$ cat config.mk
export PLATFORM = sky130hd
export DESIGN_NAME = lp20Top
export DESIGN_NICKNAME = d
export VERILOG_FILES = /design/src/common/lpBusPkg.sv /design/src/common/lpRegPkg.sv /design/src/common/lpIfs.sv /design/src/design/lp20Top.sv /design/src/design/lpCbuf.sv /design/src/design/lpCsr.sv /design/src/lpDma/lpDmaEngine.sv
export VERILOG_INCLUDE_DIRS = /design/src /design/src/common
export SDC_FILE = /design/constraint.sdc
export NUM_CORES = 1
export LEC_CHECK = 0
export BUFFER_PORTS_ARGS = -buffer_cell sky130_fd_sc_hd__buf_2
export CAP_MARGIN = 20
export CORE_ASPECT_RATIO = 1.25
export CORE_MARGIN = 2
export CORE_UTILIZATION = 56
export CTS_BUF_LIST = sky130_fd_sc_hd__clkbuf_4
export DETAILED_ROUTE_END_ITERATION = 10
export GPL_TIMING_DRIVEN = 0
export PLACE_DENSITY = 0.91
export SYNTH_ARGS = -nofsm -noshare
export SYNTH_HDL_FRONTEND = slang
export SYNTH_SLANG_ARGS = --single-unit
$ cat constraint.sdc
create_clock -name clk -period 3.51 [get_ports clk]
set_input_delay 0 -clock clk [delete_from_list [all_inputs] [get_ports clk]]
set_output_delay 0 -clock clk [all_outputs]
set_load 0.03 [all_outputs]
$ cat src/common/lp20_consts.svh
/*
 * Widths and register bit positions for the LP20 printer DMA controller.
 * Included by the packages and by every RTL file that sizes a bus or
 * decodes a register field.
 */

`ifndef LP20_CONSTS_SVH
`define LP20_CONSTS_SVH

////////////////////////////////////////////////////////////
// Bus and register widths
////////////////////////////////////////////////////////////

// Memory and register data word
`define LP_WORD_W 36
// Byte address, four bytes per word
`define LP_BAR_W 18
// Byte count
`define LP_CNT_W 12
// Register select on the slave port
`define LP_ADR_W 2

////////////////////////////////////////////////////////////
// CSRA bit positions
////////////////////////////////////////////////////////////

`define LP_CSRA_GO   0
`define LP_CSRA_INIT 1
`define LP_CSRA_DONE 2
`define LP_CSRA_IE   3

// CBUF value from a written word
`define lpCBUF_DAT(dat) (dat[7:0])

`endif

$ cat src/common/lpBusPkg.sv
/*
 * Bus-level types for the LP20 controller.
 * One 36-bit word seen either as packed printer bytes or as an
 * 18-bit register value, depending on who decodes it.
 */

`include "lp20_consts.svh"

package lpBusPkg;

   // Four 8-bit characters in a 36-bit word
   // Each 18-bit half has 2 pad bits on top
   typedef struct packed {
      logic [1:0] padEven;
      logic [7:0] hiEven;
      logic [7:0] loEven;
      logic [1:0] padOdd;
      logic [7:0] hiOdd;
      logic [7:0] loOdd;
   } lpByteWord_t;

   // Register access uses the low half only
   typedef struct packed {
      logic [`LP_WORD_W-`LP_BAR_W-1:0] unused;
      logic [`LP_BAR_W-1:0]            value;
   } lpRegWord_t;

   // Same bits, two decodings
   typedef union packed {
      lpByteWord_t byteView;
      lpRegWord_t  regView;
   } lpWord_t;

endpackage

$ cat src/common/lpRegPkg.sv
/*
 * Programmer-visible register types for the LP20 controller.
 * Holds the register address map and the CSRA layout used for
 * readback by the register block and the testbench.
 */

`include "lp20_consts.svh"

package lpRegPkg;

   // Register address map
   typedef enum logic [`LP_ADR_W-1:0] {
      CSRA = 2'd0,
      BAR  = 2'd1,
      BCTR = 2'd2,
      CBUF = 2'd3
   } lpRegAddr_e;

   // CSRA field layout, msb first
   // Bit order matches the LP_CSRA_* positions
   typedef struct packed {
      // Interrupt enable
      logic ie;
      // Sticky transfer complete
      logic done;
      // Init command, reads as zero
      logic init;
      // Go on write, busy on read
      logic go;
   } lpCsra_t;

endpackage

$ cat src/common/lpIfs.sv
/*
 * Interfaces inside the LP20 controller.
 * lpCtlIf links the register block to the DMA engine and lpCbufIf
 * carries the data path into the character buffer.
 */

`timescale 1ns/10ps

`include "lp20_consts.svh"

////////////////////////////////////////////////////////////
// Control path, register block to DMA engine
////////////////////////////////////////////////////////////

interface lpCtlIf;
   // One-cycle command pulses
   logic                 start;
   logic                 init;
   // Register loads from the CPU
   logic                 barLoad;
   logic                 cntLoad;
   logic [`LP_BAR_W-1:0] barData;
   logic [`LP_CNT_W-1:0] cntData;
   // Engine status
   logic [`LP_BAR_W-1:0] bar;
   logic [`LP_CNT_W-1:0] cnt;
   logic                 busy;
   logic                 donePulse;

   modport csr (output start, init, barLoad, cntLoad, barData, cntData,
                input  bar, cnt, busy, donePulse);
   modport dma (input  start, init, barLoad, cntLoad, barData, cntData,
                output bar, cnt, busy, donePulse);
endinterface

////////////////////////////////////////////////////////////
// Data path into the character buffer
////////////////////////////////////////////////////////////

interface lpCbufIf;
   import lpBusPkg::*;

   logic                 devReq;
   logic                 devAck;
   lpWord_t              dataIn;
   logic [`LP_BAR_W-1:0] bar;
   logic                 cbufWrite;
   logic                 init;
   logic [7:0]           cbuf;

   modport dma    (output devReq, bar);
   modport csr    (output cbufWrite, init);
   modport buffer (input devReq, devAck, dataIn, bar, cbufWrite, init, output cbuf);
endinterface

$ cat src/design/lp20Top.sv
/*
 * Top of the LP20 printer DMA controller.
 * Connects the register block, DMA engine and character buffer, and
 * exposes the slave, master and printer ports as plain signals.
 */

`timescale 1ns/10ps

`include "lp20_consts.svh"

module lp20Top (
   input  logic                    clk,
   input  logic                    arstN,
   // Wishbone slave from the CPU
   input  logic                    wbsCyc,
   input  logic                    wbsStb,
   input  logic                    wbsWe,
   input  logic [`LP_ADR_W-1:0]    wbsAdr,
   input  logic [`LP_WORD_W-1:0]   wbsDatI,
   output logic [`LP_WORD_W-1:0]   wbsDatO,
   output logic                    wbsAck,
   // Wishbone master to memory
   output logic                    wbmCyc,
   output logic                    wbmStb,
   output logic [`LP_BAR_W-3:0]    wbmAdr,
   input  logic [`LP_WORD_W-1:0]   wbmDatI,
   input  logic                    wbmAck,
   // Printer
   output logic                    lptValid,
   output logic [7:0]              lptData,
   input  logic                    lptReady,
   output logic                    irq
);
   import lpRegPkg::*;

   lpRegAddr_e wbsAdrE;

   lpCtlIf  ctlIf ();
   lpCbufIf cbufIf ();

   assign wbsAdrE = lpRegAddr_e'(wbsAdr);

   // Buffer data comes from the CPU on a CBUF write, else from memory
   assign cbufIf.dataIn = cbufIf.cbufWrite ? wbsDatI : wbmDatI;
   assign cbufIf.devAck = wbmAck;
   assign lptData       = cbufIf.cbuf;

   lpCsr i_csr (
      .clk      (clk),
      .arstN    (arstN),
      .wbsCyc   (wbsCyc),
      .wbsStb   (wbsStb),
      .wbsWe    (wbsWe),
      .wbsAdr   (wbsAdrE),
      .wbsDatI  (wbsDatI),
      .wbsDatO  (wbsDatO),
      .wbsAck   (wbsAck),
      .irq      (irq),
      .cbufVal  (cbufIf.cbuf),
      .ctl      (ctlIf.csr),
      .cbufPort (cbufIf.csr)
   );

   lpDmaEngine i_dma (
      .clk      (clk),
      .arstN    (arstN),
      .wbmAck   (wbmAck),
      .wbmCyc   (wbmCyc),
      .wbmStb   (wbmStb),
      .wbmAdr   (wbmAdr),
      .lptReady (lptReady),
      .lptValid (lptValid),
      .ctl      (ctlIf.dma),
      .cbufPort (cbufIf.dma)
   );

   lpCbuf i_cbuf (
      .clk      (clk),
      .arstN    (arstN),
      .cbufPort (cbufIf.buffer)
   );

endmodule

$ cat src/design/lpCbuf.sv
/*
 * Character buffer register of the LP20 controller.
 * Loads one byte of a DMA word, picked by the low BAR bits, or takes a
 * direct CPU write. Its value is the character offered to the printer.
 */

`timescale 1ns/10ps

`include "lp20_consts.svh"

module lpCbuf (
   input  logic   clk,
   input  logic   arstN,
   lpCbufIf.buffer cbufPort
);

   // Byte picked from the memory word
   logic [7:0] byteSel;

   ////////////////////////////////////////////////////////////
   // Byte lane select
   ////////////////////////////////////////////////////////////

   // Even half first, low byte before high byte
   always_comb
   begin
      case (cbufPort.bar[1:0])
         // Even half, low byte
         2'b00: byteSel = cbufPort.dataIn.byteView.loEven;
         // Even half, high byte
         2'b01: byteSel = cbufPort.dataIn.byteView.hiEven;
         // Odd half, low byte
         2'b10: byteSel = cbufPort.dataIn.byteView.loOdd;
         default: byteSel = cbufPort.dataIn.byteView.hiOdd;
      endcase
   end

   ////////////////////////////////////////////////////////////
   // CBUF register
   ////////////////////////////////////////////////////////////

   // Init clears it, CPU write beats a DMA load
   always_ff @(posedge clk or negedge arstN)
   begin
      if (!arstN)
         cbufPort.cbuf <= 8'h00;
      else if (cbufPort.init)
         cbufPort.cbuf <= 8'h00;
      else if (cbufPort.cbufWrite)
         cbufPort.cbuf <= `lpCBUF_DAT(cbufPort.dataIn);
      // Memory read acknowledged
      else if (cbufPort.devReq && cbufPort.devAck)
         cbufPort.cbuf <= byteSel;
   end

endmodule

$ cat src/design/lpCsr.sv
/*
 * Register block of the LP20 controller on a Wishbone classic slave.
 * Decodes CSRA, BAR, BCTR and CBUF accesses, issues the start, init and
 * load pulses, and keeps ie and the sticky done bit that drive irq.
 */

`timescale 1ns/10ps

`include "lp20_consts.svh"

module lpCsr (
   input  logic                  clk,
   input  logic                  arstN,
   input  logic                  wbsCyc,
   input  logic                  wbsStb,
   input  logic                  wbsWe,
   input  lpRegPkg::lpRegAddr_e  wbsAdr,
   input  lpBusPkg::lpWord_t     wbsDatI,
   output logic [`LP_WORD_W-1:0] wbsDatO,
   output logic                  wbsAck,
   output logic                  irq,
   input  logic [7:0]            cbufVal,
   lpCtlIf.csr                   ctl,
   lpCbufIf.csr                  cbufPort
);
   import lpRegPkg::*;

   logic                  access;
   logic                  wrEn;
   logic                  csraWr;
   logic                  goBit;
   logic                  initBit;
   logic                  ie;
   logic                  done;
   logic                  initQ;
   lpCsra_t               csraRd;
   logic [`LP_WORD_W-1:0] rdData;

   // New cycle seen, ack goes out on the next edge
   assign access  = wbsCyc && wbsStb && !wbsAck;
   assign wrEn    = access && wbsWe;
   assign csraWr  = wrEn && (wbsAdr == CSRA);
   assign goBit   = wbsDatI.regView.value[`LP_CSRA_GO];
   assign initBit = wbsDatI.regView.value[`LP_CSRA_INIT];

   ////////////////////////////////////////////////////////////
   // Write decode
   ////////////////////////////////////////////////////////////

   // Loads land on the ack edge
   assign ctl.barLoad        = wrEn && (wbsAdr == BAR);
   assign ctl.cntLoad        = wrEn && (wbsAdr == BCTR);
   assign ctl.barData        = wbsDatI.regView.value;
   assign ctl.cntData        = wbsDatI.regView.value[`LP_CNT_W-1:0];
   assign cbufPort.cbufWrite = wrEn && (wbsAdr == CBUF);
   assign ctl.init           = initQ;
   assign cbufPort.init      = initQ;

   always_ff @(posedge clk or negedge arstN)
   begin
      if (!arstN)
      begin
         wbsAck    <= 1'b0;
         ctl.start <= 1'b0;
         initQ     <= 1'b0;
         ie        <= 1'b0;
         done      <= 1'b0;
      end
      else
      begin
         wbsAck    <= access;
         // Init wins over go in the same write
         ctl.start <= csraWr && goBit && !initBit;
         initQ     <= csraWr && initBit;
         if (csraWr)
            ie <= wbsDatI.regView.value[`LP_CSRA_IE];
         // Sticky done, cleared by go or init
         if (initQ)
            done <= 1'b0;
         else if (csraWr && (goBit || initBit))
            done <= 1'b0;
         else if (ctl.donePulse)
            done <= 1'b1;
      end
   end

   ////////////////////////////////////////////////////////////
   // Readback
   ////////////////////////////////////////////////////////////

   always_comb
   begin
      csraRd = '{ie: ie, done: done, init: 1'b0, go: ctl.busy};
      rdData = '0;
      case (wbsAdr)
         CSRA:    rdData[`LP_CSRA_IE:`LP_CSRA_GO] = csraRd;
         BAR:     rdData[`LP_BAR_W-1:0] = ctl.bar;
         BCTR:    rdData[`LP_CNT_W-1:0] = ctl.cnt;
         default: rdData[7:0] = cbufVal;
      endcase
   end

   // Valid together with ack
   always_ff @(posedge clk)
   begin
      if (access)
         wbsDatO <= rdData;
   end

   assign irq = done && ie;

endmodule

$ cat src/lpDma/lpDmaEngine.sv
/*
 * DMA sequencer of the LP20 controller.
 * Reads one memory word per character over a Wishbone classic master,
 * offers the buffered character to the printer, then steps BAR and the
 * byte count. Pulses donePulse when the count runs out.
 */

`timescale 1ns/10ps

`include "lp20_consts.svh"

module lpDmaEngine (
   input  logic                   clk,
   input  logic                   arstN,
   input  logic                   wbmAck,
   output logic                   wbmCyc,
   output logic                   wbmStb,
   output logic [`LP_BAR_W-3:0]   wbmAdr,
   input  logic                   lptReady,
   output logic                   lptValid,
   lpCtlIf.dma                    ctl,
   lpCbufIf.dma                   cbufPort
);

   // Idle, memory read, printer handshake
   typedef enum logic [1:0] {
      Idle,
      Fetch,
      Print
   } dmaState_e;

   dmaState_e            state;
   dmaState_e            nextState;
   logic [`LP_BAR_W-1:0] barQ;
   logic [`LP_CNT_W-1:0] cntQ;
   // Character accepted by the printer
   logic                 xfer;
   logic                 lastChar;

   assign xfer     = (state == Print) && lptReady;
   assign lastChar = (cntQ == `LP_CNT_W'(1));

   ////////////////////////////////////////////////////////////
   // Next state and done
   ////////////////////////////////////////////////////////////

   always_comb
   begin
      nextState     = state;
      ctl.donePulse = 1'b0;
      // Init aborts without a done
      if (ctl.init)
         nextState = Idle;
      else
      begin
         case (state)
            Idle:
               if (ctl.start)
               begin
                  // Zero count finishes at once
                  if (cntQ == '0)
                     ctl.donePulse = 1'b1;
                  else
                     nextState = Fetch;
               end
            Fetch:
               if (wbmAck)
                  nextState = Print;
            Print:
               if (lptReady)
               begin
                  if (lastChar)
                  begin
                     nextState     = Idle;
                     ctl.donePulse = 1'b1;
                  end
                  else
                     nextState = Fetch;
               end
            default:
               nextState = Idle;
         endcase
      end
   end

   ////////////////////////////////////////////////////////////
   // State, address and count
   ////////////////////////////////////////////////////////////

   always_ff @(posedge clk or negedge arstN)
   begin
      if (!arstN)
      begin
         state <= Idle;
         barQ  <= '0;
         cntQ  <= '0;
      end
      else
      begin
         state <= nextState;
         // CPU loads only between transfers
         if (state == Idle)
         begin
            if (ctl.barLoad)
               barQ <= ctl.barData;
            if (ctl.cntLoad)
               cntQ <= ctl.cntData;
         end
         // Step on each printed character
         else if (xfer && !ctl.init)
         begin
            barQ <= barQ + 1'b1;
            cntQ <= cntQ - 1'b1;
         end
      end
   end

   // Bus and printer strobes come straight from state
   // so they hold steady while waiting
   assign wbmCyc          = (state == Fetch);
   assign wbmStb          = (state == Fetch);
   assign wbmAdr          = barQ[`LP_BAR_W-1:2];
   assign lptValid        = (state == Print);
   assign cbufPort.devReq = (state == Fetch);
   assign cbufPort.bar    = barQ;
   assign ctl.busy        = (state != Idle);
   assign ctl.bar         = barQ;
   assign ctl.cnt         = cntQ;

endmodule

## Yosys cells after proc, flatten, opt, wreduce, memory -nomap -nowiden

Cells that the tools add are included.

- Register bits after elaboration: 63
- Output and inout port bits: 65
- Logic and storage cells: 87

- Eq/ne operators: 14
- Muxes and demuxes: 30
- Add/subtract/negate cells: 2
- Reduce and logical (&&, ||, !) cells: 30

Operators by type and width:

| kind | count |
|---|---|
| 18-bit 2-to-1 mux | 3 |
| 12-bit 2-to-1 mux | 3 |
| 34-bit 2-to-1 mux | 1 |
| 8-bit 2-to-1 mux | 3 |
| 4-bit case mux with 3 select lines | 2 |
| 8-bit case mux with 3 select lines | 1 |
| 18-bit by 1-bit adder with 18-bit output, second input constant | 1 |
| 1-bit logical AND | 15 |
| 12-bit by 1-bit equality test with 1-bit output, second input constant | 1 |
| 12-bit zero test | 1 |
| 12-bit by 1-bit subtractor with 12-bit output, second input constant | 1 |
| 2-bit 2-to-1 mux | 5 |
| 1-bit 2-to-1 mux | 9 |
| 3-bit != test, second input constant | 3 |
| 2-bit equality test, second input constant | 4 |
| 4-bit case mux with 2 select lines | 1 |
| 2-bit by 1-bit equality test with 1-bit output, second input constant | 3 |
| 2-bit zero test | 3 |
| 2-bit case mux with 3 select lines | 1 |
| 3-bit nonzero test | 2 |
| 2-bit != test, second input constant | 2 |
| 2-bit AND reduction | 2 |
| 4-bit AND reduction | 1 |
| 2-bit nonzero test | 2 |
| other kinds (4) | 6 |

## Depth between registers and ports, before layout

Gate-level depths: netlist of the first run.

- Word-level depth: 9
- Depth in mapped cells: 7

## Hierarchy

From an unflattened synthesis of the first run, not the netlist that was laid out.

- Cells, all modules: 530
- Area total of the unflattened synthesis: 5,129.9 µm²

Modules (own cells, without submodules):

| module | times used | area each (µm²) | cells each |
|---|---|---|---|
| lpDmaEngine | 1 | 2,384.8 | 288 |
| lpCsr | 1 | 1,475.2 | 137 |
| lpCbuf | 1 | 680.7 | 65 |
| lp20Top | 1 | 589.3 | 40 |

## Worst setup path after synthesis of the first run

No wires, ideal clock.

- Path type: register -> register
- From: register i_dma.state[1]
- To: register i_cbuf.cbufPort.cbuf[4]
- Required time: 3,416 ps
- Stages on the path, launching flop included: 6
- Path buffers: 1
- Path slack: 1,684 ps
- Clock period less this slack: 1,826 ps
- Arrival time: 1,732 ps
- Library setup time: 94 ps
- Path through: dfrtp_1 > buf_6 > nor2b_1 > nand2_2 > mux2i_1 > a211oi_1

- Cells in the longest elaborated chain, start to end: 3

RTL lines:

| item | RTL line | RTL |
|---|---|---|
| from (decl) | lpDmaEngine.sv:32 | `dmaState_e state;` |
| from (signal assigned) | lpDmaEngine.sv:94 | `state <= Idle;` |
| from (signal assigned) | lpDmaEngine.sv:100 | `state <= nextState;` |
| 2-bit by 1-bit equality test with 1-bit output | - |  |
| named net wbmCyc | lp20Top.sv:23 | `output logic wbmCyc,` |
| 1-bit logical AND | lpCbuf.sv:52 | `else if (cbufPort.devReq && cbufPort.devAck)` |
| 3-bit nonzero test (no line) | - |  |
| to (signal assigned) | lpCbuf.sv:50 | `` cbufPort.cbuf <= `lpCBUF_DAT(cbufPort.dataIn); `` |
| to (signal assigned) | lpCbuf.sv:53 | `cbufPort.cbuf <= byteSel;` |
| to (decl) | lpIfs.sv:53 | `modport buffer (input devReq, devAck, dataIn, bar, cbufWrite, init, output cbuf);` |

The timed path passes the listed nets, and every way through them passes these cells.
A chain may end at the register's enable or synchronous reset.

## Worst setup path after layout of the first run

- From: register i_dma.barQ[0], in the netlist i_dma.cbufPort.bar[0]
- To: register i_dma.barQ[8], in the netlist i_dma.cbufPort.bar[8]

- Cells in the longest elaborated chain, start to end: 3

RTL lines:

| item | RTL line | RTL |
|---|---|---|
| from (decl) | lpDmaEngine.sv:34 | `` logic [`LP_BAR_W-1:0] barQ; `` |
| from (signal assigned) | lpDmaEngine.sv:105 | `barQ <= ctl.barData;` |
| from (signal assigned) | lpDmaEngine.sv:112 | `barQ <= barQ + 1'b1;` |
| 18-bit by 1-bit adder with 18-bit output | lpDmaEngine.sv:112 |  |
| 18-bit 2-to-1 mux | lpDmaEngine.sv:110 | `else if (xfer && !ctl.init)` |
| 18-bit 2-to-1 mux | lpDmaEngine.sv:102 | `if (state == Idle)` |

No other way between the ends. The select of a mux whose other input is x is not followed.

==> results.toml, run 1 <==
[synthesis]
yosys.area.top_type_share_pct = 26.8
synth.cell_area_sq_mm = 0.00419
yosys_warnings = 0
syn_area_per_cell_sq_um = 9.28
yosys-top-cells-count = "45 x dfrtp_1, 39 x buf_4, 34 x nor2_1"
ys_types = 63
synth.most_common_cell = "dfrtp_1"
ys_async_sr_fraction_pct = 71.4
synthTopCellsByArea = "dfrtp_1 27%, edfxtp_1 13%, buf_4 7.0%"
synth_flop_cell = "dfrtp_1"
postSynthCellCount = 452
synth.yosys.seq_area_share_pct = 39.7
yosys.area.top_type = "dfrtp_1"
synth-seq-cells = 63
synth_edf_count = 18

[global_routing]
met3_usage_pct = 6.99
grt_pass1_vias = 4212
grt_usage_pct = 33.8
use_met2_pct = 56.9
top_usage_layer = "met2"
grt-ovfl-total = 0
use_met1_pct = 39.1
grt_max_degree = 46
antenna_found_initial = 0
grt_pass1_wl_um = 20800

[cts]
cts-root-buf = "clkbuf_4"
htree_num_levels = 3
post_cts_buffers = 0
cts.path.max_buffers = 2
clk_latency_ns = 0.44
cts_resized = 0
clkTransAtPathRegs_ns = 0.11
hold_buffers = 22
cts_tree = "built"
numCtsBuffers = 9
cts_sinks = 63

[detailed_routing]
vias = 4362
drc_errors = 0
dr.pass1.iters = 6
dr.first_iter.drc_count = 662
wl_per_cell_um = 18.8
viasPerCell = 6.16
final_antenna_net_count = 0
routed_wl_um = 13300

[critical_path]
r2r_start = "i_dma.cbufPort.bar[0]$_DFFE_PN0P_"
critical_path_class = "reg2reg"
start_kind = "register"
cp-endpoint = "i_dma.cbufPort.bar[8]$_DFFE_PN0P_"
critPathMaxFanout = 10
reg2reg_to = "i_dma.cbufPort.bar[8]$_DFFE_PN0P_"
startpoint = "i_dma.cbufPort.bar[0]$_DFFE_PN0P_"
cp_data_arrival_time_ns = 2.31
reg2reg_slack_ns = 1.55
r2r_cells = 6
worst-endpoint-required_ns = 3.86
end_kind = "register"

[sta]
finalSetupTns_ns = 0
period_minus_slack_ns = 1.96
fmax_mhz = 510
finalHoldViolations = 0
setup_violations = 0
period_share_pct = 55.9
rsz0062_at_grt = "false"
final.setup_skew_ns = 0.0203
tightest_slew_ns = 0.905
slew_violations = 0
max_slew_margin_pct = 39.4

[final_layout]
final_nets = 703
drive_gt1_share_pct = 31.9
syn_to_final_growth_pct = 26.1
nFillCells = 549
utilization_pct = 72.3
multi_input_area_sq_mm = 0.00208
seq_area_sq_mm = 0.00167

[die]
fp.coreArea_sq_mm = 0.00731
fp.dieW_um = 81.4
std_cell_rows = 35
pin_count = 146
die_h_um = 101
start_util_pct = 57.3
die-area_sq_mm = 0.00820

[power_and_ir_drop]
power.density_mw_per_mm2 = 796
p_leak_nw = 2.45
irDropWorstVdd_mv = 0.440

[run]
drv_cap = 0

[outcome]
status = "completed"

[placed_design]
gp_congestion = 1.02
dp_hpwl_um = 9770
io_buffers = 105

[worst_hold_path]
hold_path.class = "in2reg"
[layout by cell type (no fill, tap or decap), drive strengths merged, types with 11 or more instances in the layout]
cell / synthesis / final
a31oi: 13 / 13
o21ai: 38 / 38
nand3: 11 / 11
nor3: 14 / 14
a21oi: 25 / 25
inv: 11 / 11
and2: 12 / 12
nand2: 32 / 32
buf: 59 / 166
ha: 12 / 12
dlygate4sd3: 0 / 23
dfrtp: 45 / 45
a211oi: 11 / 11
clkbuf: 9 / 19
conb: 1 / 18
edfxtp: 18 / 18
nor2: 35 / 35
[routing by layer]
metal / part of all wire [%] / up-vias
met1: 35 / 2012
met4: 5.2 / 0
met2: 49 / 334
met3: 11 / 67
met5: 0 / -
li1: - / 1949
[worst max-delay path, cell delays in order (launching register included)]
cell,delay (ns)
dfrtp_1,0.51
ha_1,0.31
clkbuf_1,0.45
nand3_1,0.12
o21ai_0,0.25
a21oi_1,0.11
a21oi_1,0.14
[flip-flops by register name, summed over array words and instances, names as in the netlist]
| name | count |
|---|---|
| i_cbuf.cbufPort.cbuf | 8 |
| i_csr.ie | 1 |
| i_dma.cbufPort.bar | 18 |
| i_csr.cbufPort.init | 1 |
| i_csr.wbsAck | 1 |
| i_csr.wbsDatO | 18 |
| i_csr.ctl.start | 1 |
| i_dma.state | 2 |
| i_csr.done | 1 |
| i_dma.ctl.cnt | 12 |
[layout make-up]
cell class,instances,share of cell area (%)
Multi-Input combinational cell,327,39.3
Buffer,68,8.87
Sequential cell,63,31.5
Clock buffer,10,1.42
Antenna cell,1,0.0473
Timing Repair Buffer,130,14.9
Clock inverter,6,0.993
Tap cell,92,2.18
Inverter,11,0.781
[where the power goes]
group,switching (mW),internal [mW]
registers,0.310,1.00
clock network,0.275,0.217
logic,1.49,0.915
[cell families after synthesis]
group,Yosys count,synth area share [%]
fa+ha+maj,12,3.58
simple gates,143,18.3
buf+inv,79,12.2
other cells,1,0.0894
flops,63,39.7
mux,12,2.92
compound gates,142,23.2
[metrics by stage]
stage	instances	instance area (sq um)	hold WS (ns)	total power [mW]	worst slack [ns]
floorplan	469	4260	-0.296	2.96	1.68
global placement	666	4900	0.225	3.58	1.64
global route	707	5290	0.0366	4.44	1.35
detailed placement	667	4910	0.237	3.65	1.61
CTS	705	5260	0.0123	4.14	1.59
finish	708	5290	0.00945	4.21	1.55
[how the worst min path moves through the flow]
stage / cells past startpoint / slack (ns) / from / to
2_1_floorplan: 0 / -0.30 / arstN / i_cbuf.cbufPort.cbuf[0]$_DFFE_PN0P_
3_3_place_gp: 1 / 0.22 / arstN / i_dma.cbufPort.bar[13]$_DFFE_PN0P_
3_5_place_dp: 1 / 0.24 / arstN / i_dma.cbufPort.bar[13]$_DFFE_PN0P_
4_1_cts: 5 / 0.01 / wbmDatI[14] / i_cbuf.cbufPort.cbuf[6]$_DFFE_PN0P_
5_1_grt: 3 / 0.04 / wbsStb / i_csr.wbsAck$_DFF_PN0_
6_report: 3 / 0.009 / wbsStb / i_csr.wbsAck$_DFF_PN0_
Power figures use the tool's default switching activity.
==> inputs of run 2 (changes only) <==
--- a/config.mk
+++ b/config.mk
@@ -10,11 +10,11 @@
 export CAP_MARGIN = 20
 export CORE_ASPECT_RATIO = 1.25
 export CORE_MARGIN = 2
-export CORE_UTILIZATION = 56
+export CORE_UTILIZATION = 47
 export CTS_BUF_LIST = sky130_fd_sc_hd__clkbuf_4
 export DETAILED_ROUTE_END_ITERATION = 10
 export GPL_TIMING_DRIVEN = 0
-export PLACE_DENSITY = 0.91
+export PLACE_DENSITY = 0.82
 export SYNTH_ARGS = -nofsm -noshare
 export SYNTH_HDL_FRONTEND = slang
 export SYNTH_SLANG_ARGS = --single-unit
==> constraint.sdc (replaced) <==
create_clock -name clk -period 1.7 [get_ports clk]
set_input_delay 0 -clock clk [delete_from_list [all_inputs] [get_ports clk]]
set_output_delay 0 -clock clk [all_outputs]
set_load 0.03 [all_outputs]
==> run 2 against run 1 <==
  * The flow now finishes with violations (setup timing)
  * Worst hold slack worse by 0.0084 ns
  * Fmax up 15%
  * Final cell count increased by 4.0%
  * Routed wire length rose by 1.3%
  * Combinational power rose by 120%
  * Worst setup slack lost 1.6 ns
  * Flip-flop and latch count did not move
  * First-iteration DRC count down 25%
  * Clock skew fell by 0.0018 ns
  * Utilization is 9.1 points lower
  * Clock power increased by 140%
  * Critical path type unchanged
  * Largest power group unchanged
==> results.toml, run 2 (synthesis results as in run 1) <==
[critical_path]
reg2reg_to = "i_dma.cbufPort.bar[16]$_DFFE_PN0P_"
reg2reg_slack_ns = -0.01
worst-endpoint-required_ns = 2.07
worstPathCellList = "ha_2 > buf_4 > nand3_1 > nor4_1 > o22ai_1 > a31oi_1"
critPathMaxStageDelay_ns = 0.49
r2r_start = "i_dma.cbufPort.bar[0]$_DFFE_PN0P_"
cp_slowest_cell = "dfrtp_2"
path_delay_family = "flip-flops"
worst-path-buf-inv = 1
r2r_cells = 6
critical_path_class = "reg2reg"
end_kind = "register"
start_kind = "register"
critPathMaxFanout = 10
cp_data_arrival_time_ns = 2.08

[run]
drv_cap = 0

[global_routing]
grt_max_degree = 46
antenna_found_initial = 0
grt_usage_pct = 27.8
grt-ovfl-total = 0
grt_pass1_vias = 4066
grt_pass1_wl_um = 20100

[worst_hold_path]
hold_path.class = "in2async"

[sta]
period_minus_slack_ns = 1.71
final.setup_skew_ns = 0.0185
setup_violations = 2
period_share_pct = 101
rsz0062_at_grt = "true"
slew_violations = 0
finalHoldViolations = 0
fmax_mhz = 585
setup_ws_ns = -0.0103
max_slew_margin_pct = 39.6
tightest_slew_ns = 0.905

[die]
fp.dieW_um = 88.5
fp.coreArea_sq_mm = 0.00870
std_cell_rows = 38
die_h_um = 110
start_util_pct = 48.2
die-area_sq_mm = 0.00970
pin_count = 146

[placed_design]
io_buffers = 105
dp.cells = 694
gp_congestion = 1.01
dp_hpwl_um = 9630
place_area_sq_mm = 0.00494

[detailed_routing]
final_antenna_net_count = 0
viasPerCell = 5.86
dr.first_iter.drc_count = 495
wl_per_cell_um = 18.3
drc_errors = 0
routed_wl_um = 13500
vias = 4310
dr.pass1.iters = 6

[power_and_ir_drop]
irDropWorstVdd_mv = 0.585
power.density_mw_per_mm2 = 1680
p_leak_nw = 2.49
total_power_mw = 9.25

[cts]
cts_tree = "built"
cts_sinks = 63
htree_num_levels = 3
numCtsBuffers = 9
clkTransAtPathRegs_ns = 0.10
cts.path.max_buffers = 2
clk_latency_ns = 0.46
cts-root-buf = "clkbuf_4"

[final_layout]
syn_to_final_growth_pct = 31.2
diodes = 0
finalNonFillerCells = 736
utilization_pct = 63.3
final_nets = 704
final_common_cell = "buf_2"
stdcell_area_sq_mm = 0.00550
final_cell_mix = "107 x buf_2, 48 x buf_4, 41 x dfrtp_1, 33 x nor2_1, 31 x nand2_1"
nFillCells = 737
drive_gt1_share_pct = 36.2

[outcome]
failed_checks = "setup timing"
status = "complete, but fails checks"
## run 2: changes by cell type in the layout (fill, tap and decap cells not counted), moves of 5 or more
| cell | change |
|---|---|
| buf_2 | -10 |
| buf_4 | +9 |
| clkbuf_4 | +8 |
| o21ai_0 | -6 |
| ha_1 | -5 |
| o21ai_1 | +5 |
## run 2: worst max path at each step
stage,depth (start not counted),end,slack [ns],start
finish,6,i_dma.cbufPort.bar[16]$_DFFE_PN0P_,-0.01,i_dma.cbufPort.bar[0]$_DFFE_PN0P_
global route,6,i_dma.cbufPort.bar[16]$_DFFE_PN0P_,-0.07,i_dma.cbufPort.bar[0]$_DFFE_PN0P_
CTS,6,i_dma.cbufPort.bar[16]$_DFFE_PN0P_,-0.02,i_dma.cbufPort.bar[0]$_DFFE_PN0P_
detailed placement,7,i_cbuf.cbufPort.cbuf[7]$_DFFE_PN0P_,-0.19,i_dma.cbufPort.bar[0]$_DFFE_PN0P_
global placement,7,i_dma.ctl.cnt[6]$_DFFE_PN0P_,-0.12,i_dma.ctl.cnt[0]$_DFFE_PN0P_
floorplan,7,i_dma.cbufPort.bar[5]$_DFFE_PN0P_,0.05,i_csr.wbsAck$_DFF_PN0_
## run 2: final cells by class
| type | instances | area, sq um | area share (%) |
|---|---|---|---|
| inverters | 11 | 43.8 | 0.796 |
| flip-flops and latches | 63 | 1670 | 30.4 |
| multi-input cells | 327 | 2180 | 39.6 |
| clock inverters | 5 | 73.8 | 1.34 |
| plain buffers | 64 | 484 | 8.80 |
| clock buffers | 11 | 82.6 | 1.50 |
| repair buffers | 135 | 821 | 14.9 |
| well taps | 120 | 150 | 2.73 |
## run 2: stage by stage
step | setup TNS, ns | setup slack (ns) | hold slack [ns]
6_report | -0.0157 | -0.0103 | 0.00100
5_1_grt | -0.259 | -0.0686 | 0.0245
4_1_cts | -0.0472 | -0.0238 | 0.0102
3_5_place_dp | -1.63 | -0.193 | 0.244
3_3_place_gp | -0.739 | -0.122 | 0.238
2_1_floorplan | 0 | 0.0497 | -0.296
## run 2: metal layers
metal / track usage [%] / wire length, um
met2: 46.2 / 6780
met4: 15.5 / 606
met3: 6.46 / 1060
met5: 0 / 0
met1: 32.7 / 5020
## run 2: what timing repair did
| action | CTS | global route |
|---|---|---|
| setup buffers | 0 | 6 |
| pin swaps | 1 | 4 |
| endpoints found under the setup margin | 15 | 30 |
| hold buffers | 23 | 0 |
| hold endpoints to repair | 81 | 0 |
| gates resized for setup | 8 | 37 |
## run 2: where the power goes
group          internal, mW  switching [mW]
registers              2.08           0.686
logic                  2.13            3.16
clock network         0.620           0.571
